===== config.mk =====
export PLATFORM = sky130hd
export DESIGN_NAME = sound_controller
export DESIGN_NICKNAME = d
export VERILOG_FILES = /design/src/sound_pkg.sv /design/src/sound_regs.sv /design/src/square_channel.sv /design/src/sound_mixer.sv /design/src/sound_controller.sv
export SDC_FILE = /design/constraint.sdc
export NUM_CORES = 1
export LEC_CHECK = 0
export ABC_CLOCK_PERIOD_IN_PS = 2600
export BUFFER_PORTS_ARGS = -buffer_cell sky130_fd_sc_hd__buf_2
export CORE_MARGIN = 2
export CORE_UTILIZATION = 45
export DETAILED_ROUTE_END_ITERATION = 7
export PLACE_DENSITY_LB_ADDON = 0.15
export SETUP_SLACK_MARGIN = 0.1
export SLEW_MARGIN = 20
export SYNTH_ARGS = -nofsm -noshare
export SYNTH_HDL_FRONTEND = slang
export SYNTH_SLANG_ARGS = --single-unit

===== constraint.sdc =====
create_clock -name clk -period 2.6 [get_ports clk]
set_input_delay 0.52 -clock clk [delete_from_list [all_inputs] [get_ports clk]]
set_output_delay 0.52 -clock clk [all_outputs]
set_load 0.02 [all_outputs]

===== src/sound_pkg.sv =====
package sound_pkg;

   // ******************************
   // cpu register map
   // ******************************

   typedef enum logic [7:0] {
      nr11 = 8'h11, // ch1 duty.
      nr12 = 8'h12, // ch1 volume.
      nr13 = 8'h13, // ch1 freq low.
      nr14 = 8'h14, // ch1 freq high, trigger.
      nr21 = 8'h16,
      nr22 = 8'h17,
      nr23 = 8'h18,
      nr24 = 8'h19,
      nr50 = 8'h24, // output enables.
      nr51 = 8'h25, // channel routing.
      nr52 = 8'h26  // power and status.
   } reg_addr_e;

   // ******************************
   // sample and field types
   // ******************************

   typedef logic [19:0] sample_t;
   typedef logic [10:0] freq_t;
   typedef logic [3:0]  vol_t;
   typedef logic [1:0]  duty_t;

   localparam int unsigned vol_shift = 14; // 4-bit level into 20-bit sample.

   // bit n of each entry is the output at step n.
   localparam logic [3:0][7:0] duty_table = {
      8'b0111_1110,
      8'b1000_0111,
      8'b1000_0001,
      8'b0000_0001
   };

endpackage


===== src/sound_regs.sv =====
module sound_regs (
   input  logic                clk,
   input  logic                rst_n,
   input  logic [7:0]          addr,
   input  logic [7:0]          wdata,
   input  logic                we,
   input  logic                re,
   output logic [7:0]          rdata,
   output sound_pkg::duty_t    ch1_duty,
   output sound_pkg::duty_t    ch2_duty,
   output sound_pkg::vol_t     ch1_volume,
   output sound_pkg::vol_t     ch2_volume,
   output sound_pkg::freq_t    ch1_freq,
   output sound_pkg::freq_t    ch2_freq,
   output logic                ch1_trigger,
   output logic                ch2_trigger,
   input  logic                ch1_on,
   input  logic                ch2_on,
   output logic [7:0]          route,
   output logic                so1_en,
   output logic                so2_en
);

   sound_pkg::reg_addr_e addr_e;
   logic [7:0]           nr50_data;
   logic                 power;
   logic [7:0]           read_mux;

   assign addr_e = sound_pkg::reg_addr_e'(addr);

   // ******************************
   // register writes
   // ******************************

   always_ff @(posedge clk) begin
      if (!rst_n) begin
         ch1_duty    <= '0;
         ch2_duty    <= '0;
         ch1_volume  <= '0;
         ch2_volume  <= '0;
         ch1_freq    <= '0;
         ch2_freq    <= '0;
         ch1_trigger <= 1'b0;
         ch2_trigger <= 1'b0;
         nr50_data   <= '0;
         route       <= '0;
         power       <= 1'b0;
      end else begin
         ch1_trigger <= 1'b0; // single cycle pulse.
         ch2_trigger <= 1'b0;
         if (we) begin
            case (addr_e)
               sound_pkg::nr11: ch1_duty <= wdata[7:6];
               sound_pkg::nr12: ch1_volume <= wdata[7:4];
               sound_pkg::nr13: ch1_freq[7:0] <= wdata;
               sound_pkg::nr14: begin
                  ch1_freq[10:8] <= wdata[2:0];
                  ch1_trigger    <= wdata[7];
               end
               sound_pkg::nr21: ch2_duty <= wdata[7:6];
               sound_pkg::nr22: ch2_volume <= wdata[7:4];
               sound_pkg::nr23: ch2_freq[7:0] <= wdata;
               sound_pkg::nr24: begin
                  ch2_freq[10:8] <= wdata[2:0];
                  ch2_trigger    <= wdata[7];
               end
               sound_pkg::nr50: nr50_data <= wdata;
               sound_pkg::nr51: route <= wdata;
               sound_pkg::nr52: power <= wdata[7]; // rest is status.
               default: ;
            endcase
         end
      end
   end

   // ******************************
   // register reads
   // ******************************

   always_comb begin
      case (addr_e)
         sound_pkg::nr11: read_mux = {ch1_duty, 6'b0};
         sound_pkg::nr12: read_mux = {ch1_volume, 4'b0};
         sound_pkg::nr13: read_mux = ch1_freq[7:0];
         sound_pkg::nr14: read_mux = {5'b0, ch1_freq[10:8]}; // trigger reads 0.
         sound_pkg::nr21: read_mux = {ch2_duty, 6'b0};
         sound_pkg::nr22: read_mux = {ch2_volume, 4'b0};
         sound_pkg::nr23: read_mux = ch2_freq[7:0];
         sound_pkg::nr24: read_mux = {5'b0, ch2_freq[10:8]};
         sound_pkg::nr50: read_mux = nr50_data;
         sound_pkg::nr51: read_mux = route;
         sound_pkg::nr52: read_mux = {power, 5'b0, ch2_on, ch1_on};
         default:         read_mux = 8'hff; // unmapped.
      endcase
   end

   always_ff @(posedge clk) begin
      if (!rst_n) begin
         rdata <= '0;
      end else if (re) begin
         rdata <= read_mux;
      end
   end

   assign so1_en = nr50_data[3] & power;
   assign so2_en = nr50_data[7] & power;

endmodule


===== src/square_channel.sv =====
module square_channel (
   input  logic                clk,
   input  logic                rst_n,
   input  logic                trigger,
   input  logic                step,
   input  sound_pkg::duty_t    duty,
   input  sound_pkg::vol_t     volume,
   input  sound_pkg::freq_t    freq,
   output logic                on,
   output sound_pkg::sample_t  level
);

   localparam logic [11:0] period_base = 12'd2048;

   logic [11:0] div;       // counts frames down to the next duty step.
   logic [11:0] reload;
   logic [2:0]  ptr;
   logic [7:0]  pattern;
   logic        high;

   assign reload = period_base - {1'b0, freq};

   // ******************************
   // divider and step pointer
   // ******************************

   always_ff @(posedge clk) begin
      if (!rst_n) begin
         on  <= 1'b0;
         ptr <= '0;
         div <= '0;
      end else if (trigger) begin
         on  <= 1'b1;
         ptr <= '0;
         div <= reload;
      end else if (step && on) begin
         if (div == 12'd1) begin
            div <= reload;
            ptr <= ptr + 3'd1; // wraps at 8.
         end else begin
            div <= div - 12'd1;
         end
      end
   end

   // ******************************
   // output level
   // ******************************

   assign pattern = sound_pkg::duty_table[duty];
   assign high    = on & pattern[ptr];

   always_comb begin
      if (high) begin
         level = sound_pkg::sample_t'(volume) << sound_pkg::vol_shift;
      end else begin
         level = '0;
      end
   end

endmodule


===== src/sound_mixer.sv =====
module sound_mixer #(
   parameter int unsigned credits = 4
) (
   input  logic                clk,
   input  logic                rst_n,
   input  sound_pkg::sample_t  ch1_level,
   input  sound_pkg::sample_t  ch2_level,
   input  logic [7:0]          route,
   input  logic                so1_en,
   input  logic                so2_en,
   input  logic                credit_return,
   output logic                step,
   output logic                frame_valid,
   output sound_pkg::sample_t  so1,
   output sound_pkg::sample_t  so2
);

   localparam int unsigned cnt_w = $clog2(credits + 1);

   logic [cnt_w-1:0]   count;
   logic               live;   // low for the first cycle out of reset.
   logic               send;
   sound_pkg::sample_t so1_sum;
   sound_pkg::sample_t so2_sum;

   assign send = live && (count != '0);
   assign step = send; // channels advance as the frame is captured.

   // ******************************
   // credit counter
   // ******************************

   always_ff @(posedge clk) begin
      if (!rst_n) begin
         live        <= 1'b0;
         count       <= cnt_w'(credits);
         frame_valid <= 1'b0;
      end else begin
         live        <= 1'b1;
         frame_valid <= send;
         case ({send, credit_return})
            2'b10:   count <= count - 1'b1;
            2'b01:   count <= count + 1'b1;
            default: ; // send and return cancel.
         endcase
      end
   end

   // ******************************
   // routing and sums
   // ******************************

   assign so1_sum = (route[0] ? ch1_level : '0) + (route[1] ? ch2_level : '0);
   assign so2_sum = (route[4] ? ch1_level : '0) + (route[5] ? ch2_level : '0);

   always_ff @(posedge clk) begin
      if (send) begin
         so1 <= so1_en ? so1_sum : '0;
         so2 <= so2_en ? so2_sum : '0;
      end
   end

endmodule


===== src/sound_controller.sv =====
module sound_controller #(
   parameter int unsigned credits = 4
) (
   input  logic                clk,
   input  logic                rst_n,
   input  logic [7:0]          addr,
   input  logic [7:0]          wdata,
   input  logic                we,
   input  logic                re,
   input  logic                credit_return,
   output logic [7:0]          rdata,
   output sound_pkg::sample_t  so1,
   output sound_pkg::sample_t  so2,
   output logic                frame_valid
);

   sound_pkg::duty_t   ch1_duty, ch2_duty;
   sound_pkg::vol_t    ch1_volume, ch2_volume;
   sound_pkg::freq_t   ch1_freq, ch2_freq;
   sound_pkg::sample_t ch1_level, ch2_level;
   logic               ch1_trigger, ch2_trigger;
   logic               ch1_on, ch2_on;
   logic [7:0]         route;
   logic               so1_en, so2_en;
   logic               step;

   sound_regs regs (
      .clk(clk), .rst_n(rst_n),
      .addr(addr), .wdata(wdata), .we(we), .re(re), .rdata(rdata),
      .ch1_duty(ch1_duty), .ch2_duty(ch2_duty),
      .ch1_volume(ch1_volume), .ch2_volume(ch2_volume),
      .ch1_freq(ch1_freq), .ch2_freq(ch2_freq),
      .ch1_trigger(ch1_trigger), .ch2_trigger(ch2_trigger),
      .ch1_on(ch1_on), .ch2_on(ch2_on),
      .route(route), .so1_en(so1_en), .so2_en(so2_en)
   );

   square_channel ch1 (
      .clk(clk), .rst_n(rst_n), .trigger(ch1_trigger), .step(step),
      .duty(ch1_duty), .volume(ch1_volume), .freq(ch1_freq),
      .on(ch1_on), .level(ch1_level)
   );

   square_channel ch2 (
      .clk(clk), .rst_n(rst_n), .trigger(ch2_trigger), .step(step),
      .duty(ch2_duty), .volume(ch2_volume), .freq(ch2_freq),
      .on(ch2_on), .level(ch2_level)
   );

   sound_mixer #(.credits(credits)) mixer (
      .clk(clk), .rst_n(rst_n),
      .ch1_level(ch1_level), .ch2_level(ch2_level),
      .route(route), .so1_en(so1_en), .so2_en(so2_en),
      .credit_return(credit_return), .step(step),
      .frame_valid(frame_valid), .so1(so1), .so2(so2)
   );

endmodule


# Yosys cells after proc, flatten, opt, wreduce, memory -nomap -nowiden
# Index checks and enable logic that the tools add are counted.
# W data, S select, Z words.
totals:
  word_cells: 106
  output_inout_bits: 49
  in_bits: 21
  ff_bits: 138
op_classes:
  bitwise: 5
  reduce_logical: 24
  magnitude_cmp: 4
  mux: 23
  addsub: 10
  eq_ne: 15
op_table:
  columns: ["op", "count"]
  rows:
  - ["$mux W18", 6]
  - ["$pmux W8 S11", 1]
  - ["$mux W12", 6]
  - ["$eq A8 B5 Y1 const B", 8]
  - ["$add A20 B20 Y20", 2]
  - ["$bmux W8 S2", 2]
  - ["$reduce_and A2 Y1", 13]
  - ["$eq A12 B1 Y1 const B", 2]
  - ["$eq A8 B6 Y1 const B", 3]
  - ["$sub A12 B1 Y12 const B", 2]
  - ["$sub A12 B11 Y12 const A", 2]
  - ["$mux W8", 2]
  - ["$add A3 B1 Y3 const B", 3]
  - ["$lt A3 B4 Y1 const B", 2]
  - ["$bmux W1 S3", 2]
  - ["$lt A2 B3 Y1 const B", 2]
  - ["$pmux W3 S2", 1]
  - ["$reduce_and A3 Y1", 2]
  - ["$reduce_bool A2 Y1", 3]
  - ["$and A1 B1 Y1", 4]
  - ["$reduce_or A2 Y1", 2]
  - ["$logic_and A1 B1 Y1", 3]
  - ["$mux W1", 3]
  - ["$reduce_bool A3 Y1", 1]
  - ["other kinds (4)", 4]

# Logic depth before layout (Yosys ltp)
depth:
  word_depth: 8
  ltp_mapped: 11
  depth_no_buf: 11

# By module
# A second synthesis with hierarchy kept.
hier_totals:
  cells_unflattened: 1151
  hier_area_um2: 9714.3
by_module_without_submodules:
  columns: ["module", "seq_area_each_um2", "area_per_inst_um2", "cells_each", "instances"]
  rows:
  - ["sound_mixer", 1301.2, 3971.3, 438, 1]
  - ["sound_regs", 1221.2, 2947.8, 329, 1]
  - ["square_channel", 320.3, 1397.6, 192, 2]

# Worst setup path after synthesis
# OpenSTA, ideal clock, no wires.
synth_path:
  path_kind: "register to register"
  from: "reg regs.ch1_duty[1]"
  to: "reg mixer.so1[18], data pin"
  stages_incl_launch_ff: 12
  setup_slack_ps: 63
  t_required_ps: 2346
  setup_time_ps: 254
  period_less_slack_ps: 2537
  t_arrival_ps: 2283
  path_buffers: 0
  path_cell_list: "dfxtp_1 > ha_1 > nor2b_1 > nor3_1 > o311ai_0 > nor2_1 > and2_1 > ha_1 > fa_1 > a21o_1 > a21oi_1 > nor2_1"
synth_via:
  elab_chain_cells: 8
synth_lines:
  columns: ["element", "line", "rtl"]
  rows:
  - ["start, declared", "sound_regs.sv:9", "output sound_pkg::duty_t ch1_duty,"]
  - ["start signal, assigned", "sound_regs.sv:53", "sound_pkg::nr11: ch1_duty <= wdata[7:6];"]
  - ["$bmux W8 S2", "square_channel.sv:50", "assign pattern = sound_pkg::duty_table[duty];"]
  - ["$mux W8 (not written as such)", "square_channel.sv:50", null]
  - ["$bmux W1 S3", "square_channel.sv:51", "assign high = on & pattern[ptr];"]
  - ["$mux W1 (not written as such)", "square_channel.sv:51", null]
  - ["$and A1 B1 Y1", "square_channel.sv:51", null]
  - ["$mux W18", "square_channel.sv:54", "if (high) begin"]
  - ["$mux W18", "sound_mixer.sv:53", "assign so1_sum = (route[0] ? ch1_level : '0) + (route[1] ? ch2_level : '0);"]
  - ["$add A20 B20 Y20", "sound_mixer.sv:53", null]
  - ["end signal, assigned", "sound_mixer.sv:58", "so1 <= so1_en ? so1_sum : '0;"]
  - ["end, declared", "sound_mixer.sv:14", "output sound_pkg::sample_t so1,"]
# No other way between the ends. The select of a mux whose other input is x is not followed.
# A chain may end at the register's enable or synchronous reset.

# Worst setup path after layout
# Ends and elaborated chain as after synthesis.

==> metrics.md <==
| Metric | Value |
|---|---|
| DR vias | 5694 |
| Multi-input gate area in the final layout | 3978 um2 |
| Largest net degree at the start of global routing | 65 |
| Fmax | 0.4035 GHz |
| Nets | 843 |
| Initial antenna violation count | 0 |
| Critical path arrival | 2.59 ns |
| Max Slew Vio Count | 0 |
| Pre-CTS setup slack | -0.06391 ns |
| Reg2reg setup slack | 0.12 ns |
| Die area | 15260 um2 |
| Crit Path Max Fanout | 4 |
| Row count | 43 |
| Fin cells | 982 |
| Leakage Power | 2.978 nW |
| CP max stage cell | fa_2 |
| Placed cells | 958 |
| Diode count | 0 |
| CTS Buf Count | 9 |
| Synth Cell Area | 6429 um2 |
| Count of final setup violators | 0 |
| Post-route ant nets | 0 |
| CTS sink cnt | 108 |
| Drt drc | 0 |
| Maximum VDD drop | 0.3217 mV |
| Outcome | finished, final reports clean |
| Total Power | 3.465 mW |
| Synth Register Bits | 108 |
| Library cells used by synthesis | 68 |
| # H-tree levels | 3 |
| CTS max path bufs | 2 |
| Ys Warns | 0 |
| PD cells | 470.4 nW/um2 |
| First-pass GRT wire length | 27.61 mm |
| Relative slew margins | 57.86% |
| Initial Util | 46.13% |
| Final Instance Area | 7366 um2 |
| Iter 0 DRT Violations | 474 |
| Synth Area per Inst | 8.560 um2 |
| Final Hold Vio Count | 0 |
| Port Buf Inserts | 39 |
| CORE AREA | 13930 um2 |
| Total iterations of the first detailed-routing run | 5 |
| Clock Skew | 0.009840 ns |
| Crit path max-delay family | adder cells |
| Synth Flop Type | dfxtp_1 |
| Fin crit share | 95.33% |
| Grt total ovfl | 0 |
| Die W | 123.5 um |
| Post-DP Area | 6813 um2 |
| Fill count | 1297 |
| WP buf/inv | 0 |
| CTS Hold Bufs | 0 |
| Clk root buf | clkbuf_16 |
| IO Count | 70 |
| Worst-margin pin slew | 0.6304 ns |
| Top-area cell type share of the netlist area | 30.52% |
| Max cap viols | 0 |
| Via/cell ratio | 5.798 |
| Critical Path Max Stage Delay | 0.39 ns |
| Fraction of registers with async set or reset after synthesis | 0% |
| Critical Path, Cell by Cell | ha_4 > mux2i_2 > nor2b_1 > o311ai_4 > nor2_2 > and2_1 > ha_2 > fa_2 > a21o_1 > a21oi_2 > nor2_1 |
| GP Congestion | 0.9589 |
| Worst min-delay path class | primary input to register |
| Chip height | 123.5 um |
| Vias in the first global route | 5357 |
| FF+latch area | 2277 um2 |
| Leading area contributor after synthesis | dfxtp_1 |
| Clock Latency Late Sink | 0.36 ns |
| Synth area leaders | dfxtp_1 (31%), mux2i_1 (6.9%), edfxtp_1 (4.7%), nor2b_1 (4.3%), ha_1 (4.1%) |
| Post-Syn Instances | 751 |
| WS Path Type | register to register |
| Final min period | 2.478 ns |
| DPL Wire Length | 12.34 mm |
| Reg clk slew, reported paths | 0.07 ns |
| Total track usage | 23.35% |
| TritonCTS clock tree | built |
| RSZ-0062 raised after global routing | yes |
| CP Capture Type | register |
| CP Launch Type | register |
| Post-synthesis sequential area ratio | 35.19% |
| CP Data Required Time | 2.71 ns |
| Fin Hold WS | 0.4931 ns |
| Number of synthesized flops with an enable pin | 10 |
| Final WL | 17.07 mm |
| Area Overhead vs Synth | 14.58% |
| Final WS setup | 0.1215 ns |
| Routed len/inst | 17.39 um |
| Ratio of cells with drive above 1 in the final layout | 17.96% |
-- placed cells by master, fill, tap and decap left out, types with 14 or more instances in the layout --
cell      Yosys  layout
o21ai_0      44      42
nor2_1       42      38
nand3_1      37      37
nor2b_1      44      40
conb_1        1      30
a21oi_1      27      24
nand2_1      51      51
nor4_1       17      17
dfxtp_1      98      92
nor3_1       25      23
mux2i_1      44      43
buf_4        30      37
ha_1         21      14
and2_1       20      16
inv_1        20      20
xnor2_1      14      14
buf_2         4      39
a21boi_0     25      25
-- through the flow --
step	utilization, %	setup TNS, ns
floorplan	-	0
global placement	48.89	0
detailed placement	48.89	-0.1080
CTS	51.51	0
global route	52.86	0
finish	52.86	0
-- cell usage after synthesis (4+ instances only) --
| cell | instances |
|---|---|
| a21boi_0 | 25 |
| a21o_1 | 7 |
| a21oi_1 | 27 |
| a31oi_1 | 13 |
| and2_1 | 20 |
| and3_1 | 10 |
| buf_2 | 4 |
| buf_4 | 30 |
| clkbuf_1 | 36 |
| dfxtp_1 | 98 |
| edfxtp_1 | 10 |
| ha_1 | 21 |
| inv_1 | 20 |
| mux2i_1 | 44 |
| nand2_1 | 51 |
| nand3_1 | 37 |
| nand4_1 | 10 |
| nor2_1 | 42 |
| nor2b_1 | 44 |
| nor3_1 | 25 |
| nor4_1 | 17 |
| nor4b_1 | 4 |
| o211ai_1 | 6 |
| o21a_1 | 4 |
| o21ai_0 | 44 |
| or3_1 | 7 |
| or4_1 | 6 |
| xnor2_1 | 14 |
| xor2_1 | 9 |
-- registers in the layout (all words and copies together), names as in the netlist, 2 cells and up --
register / count
regs.nr50_data: 8
regs.rdata: 8
mixer.so1: 5
ch1.div: 12
regs.ch2_freq: 11
regs.ch1_freq: 11
ch1.ptr: 3
regs.ch1_duty: 2
regs.route: 8
regs.ch2_duty: 2
ch2.ptr: 3
mixer.count: 3
ch2.div: 12
regs.ch1_volume: 4
regs.ch2_volume: 4
mixer.so2: 5
-- cells by family after synthesis --
family / after synthesis / synth area share [%]
AND/OR/NAND/NOR: 290 / 24.46
AO/OA/AOI/OAI: 166 / 17.32
flip-flops: 108 / 35.19
buffers and inverters: 92 / 7.435
multiplexers: 47 / 7.376
adder cells (fa/ha/maj): 24 / 5.021
XOR/XNOR: 23 / 3.134
other: 1 / 0.05833
-- worst reg2reg max path, cell delays in order, from the launching register on --
cell	delay (ns)
dfxtp_4	0.37
ha_4	0.16
mux2i_2	0.16
nor2b_1	0.10
o311ai_4	0.28
nor2_2	0.09
and2_1	0.15
ha_2	0.19
fa_2	0.39
a21o_1	0.17
a21oi_2	0.12
nor2_1	0.05
-- layout make-up --
cell class              count  share of cell area, %
clock buffers              11                  3.431
clock inverters             4                 0.4586
inverters                  20                  1.019
multi-input cells         580                  54.00
flip-flops and latches    108                  30.92
well taps                 180                  3.058
repair buffers             79                  7.117
-- power breakdown --
group / internal (mW) / switching, mW
Clock: 0.705 / 0.636
Sequential: 1.73 / 0.0276
Combinational: 0.123 / 0.244
Total: 2.56 / 0.907
-- routing by layer --
| metal | vias up | part of all wire [%] | global-route usage (%) |
|---|---|---|---|
| met3 | 32 | 6.3 | 4.474 |
| met1 | 2691 | 47 | 32.69 |
| met4 | 0 | 2.7 | 8.949 |
| met2 | 209 | 44 | 35.47 |
| li1 | 2762 | - | - |
| met5 | - | 0 | 0 |
-- worst paths after layout --
path,startpoint,endpoint,cells after the start
setup / recovery,regs.ch1_duty[1],mixer.so1[18],11
hold / removal,wdata[2],regs.ch2_freq[10],3
setup reg to reg,regs.ch1_duty[1],mixer.so1[18],11
hold reg to reg,ch1.div[8],ch1.div[8],2
-- repair_timing --
item                       CTS  global route
setup buffers                3             6
gates resized for setup     22            29
setup endpoints to repair    7            16
pin swaps                    9            19
cloned                       0             0
No activity file was read; power rests on OpenSTA's default activity.
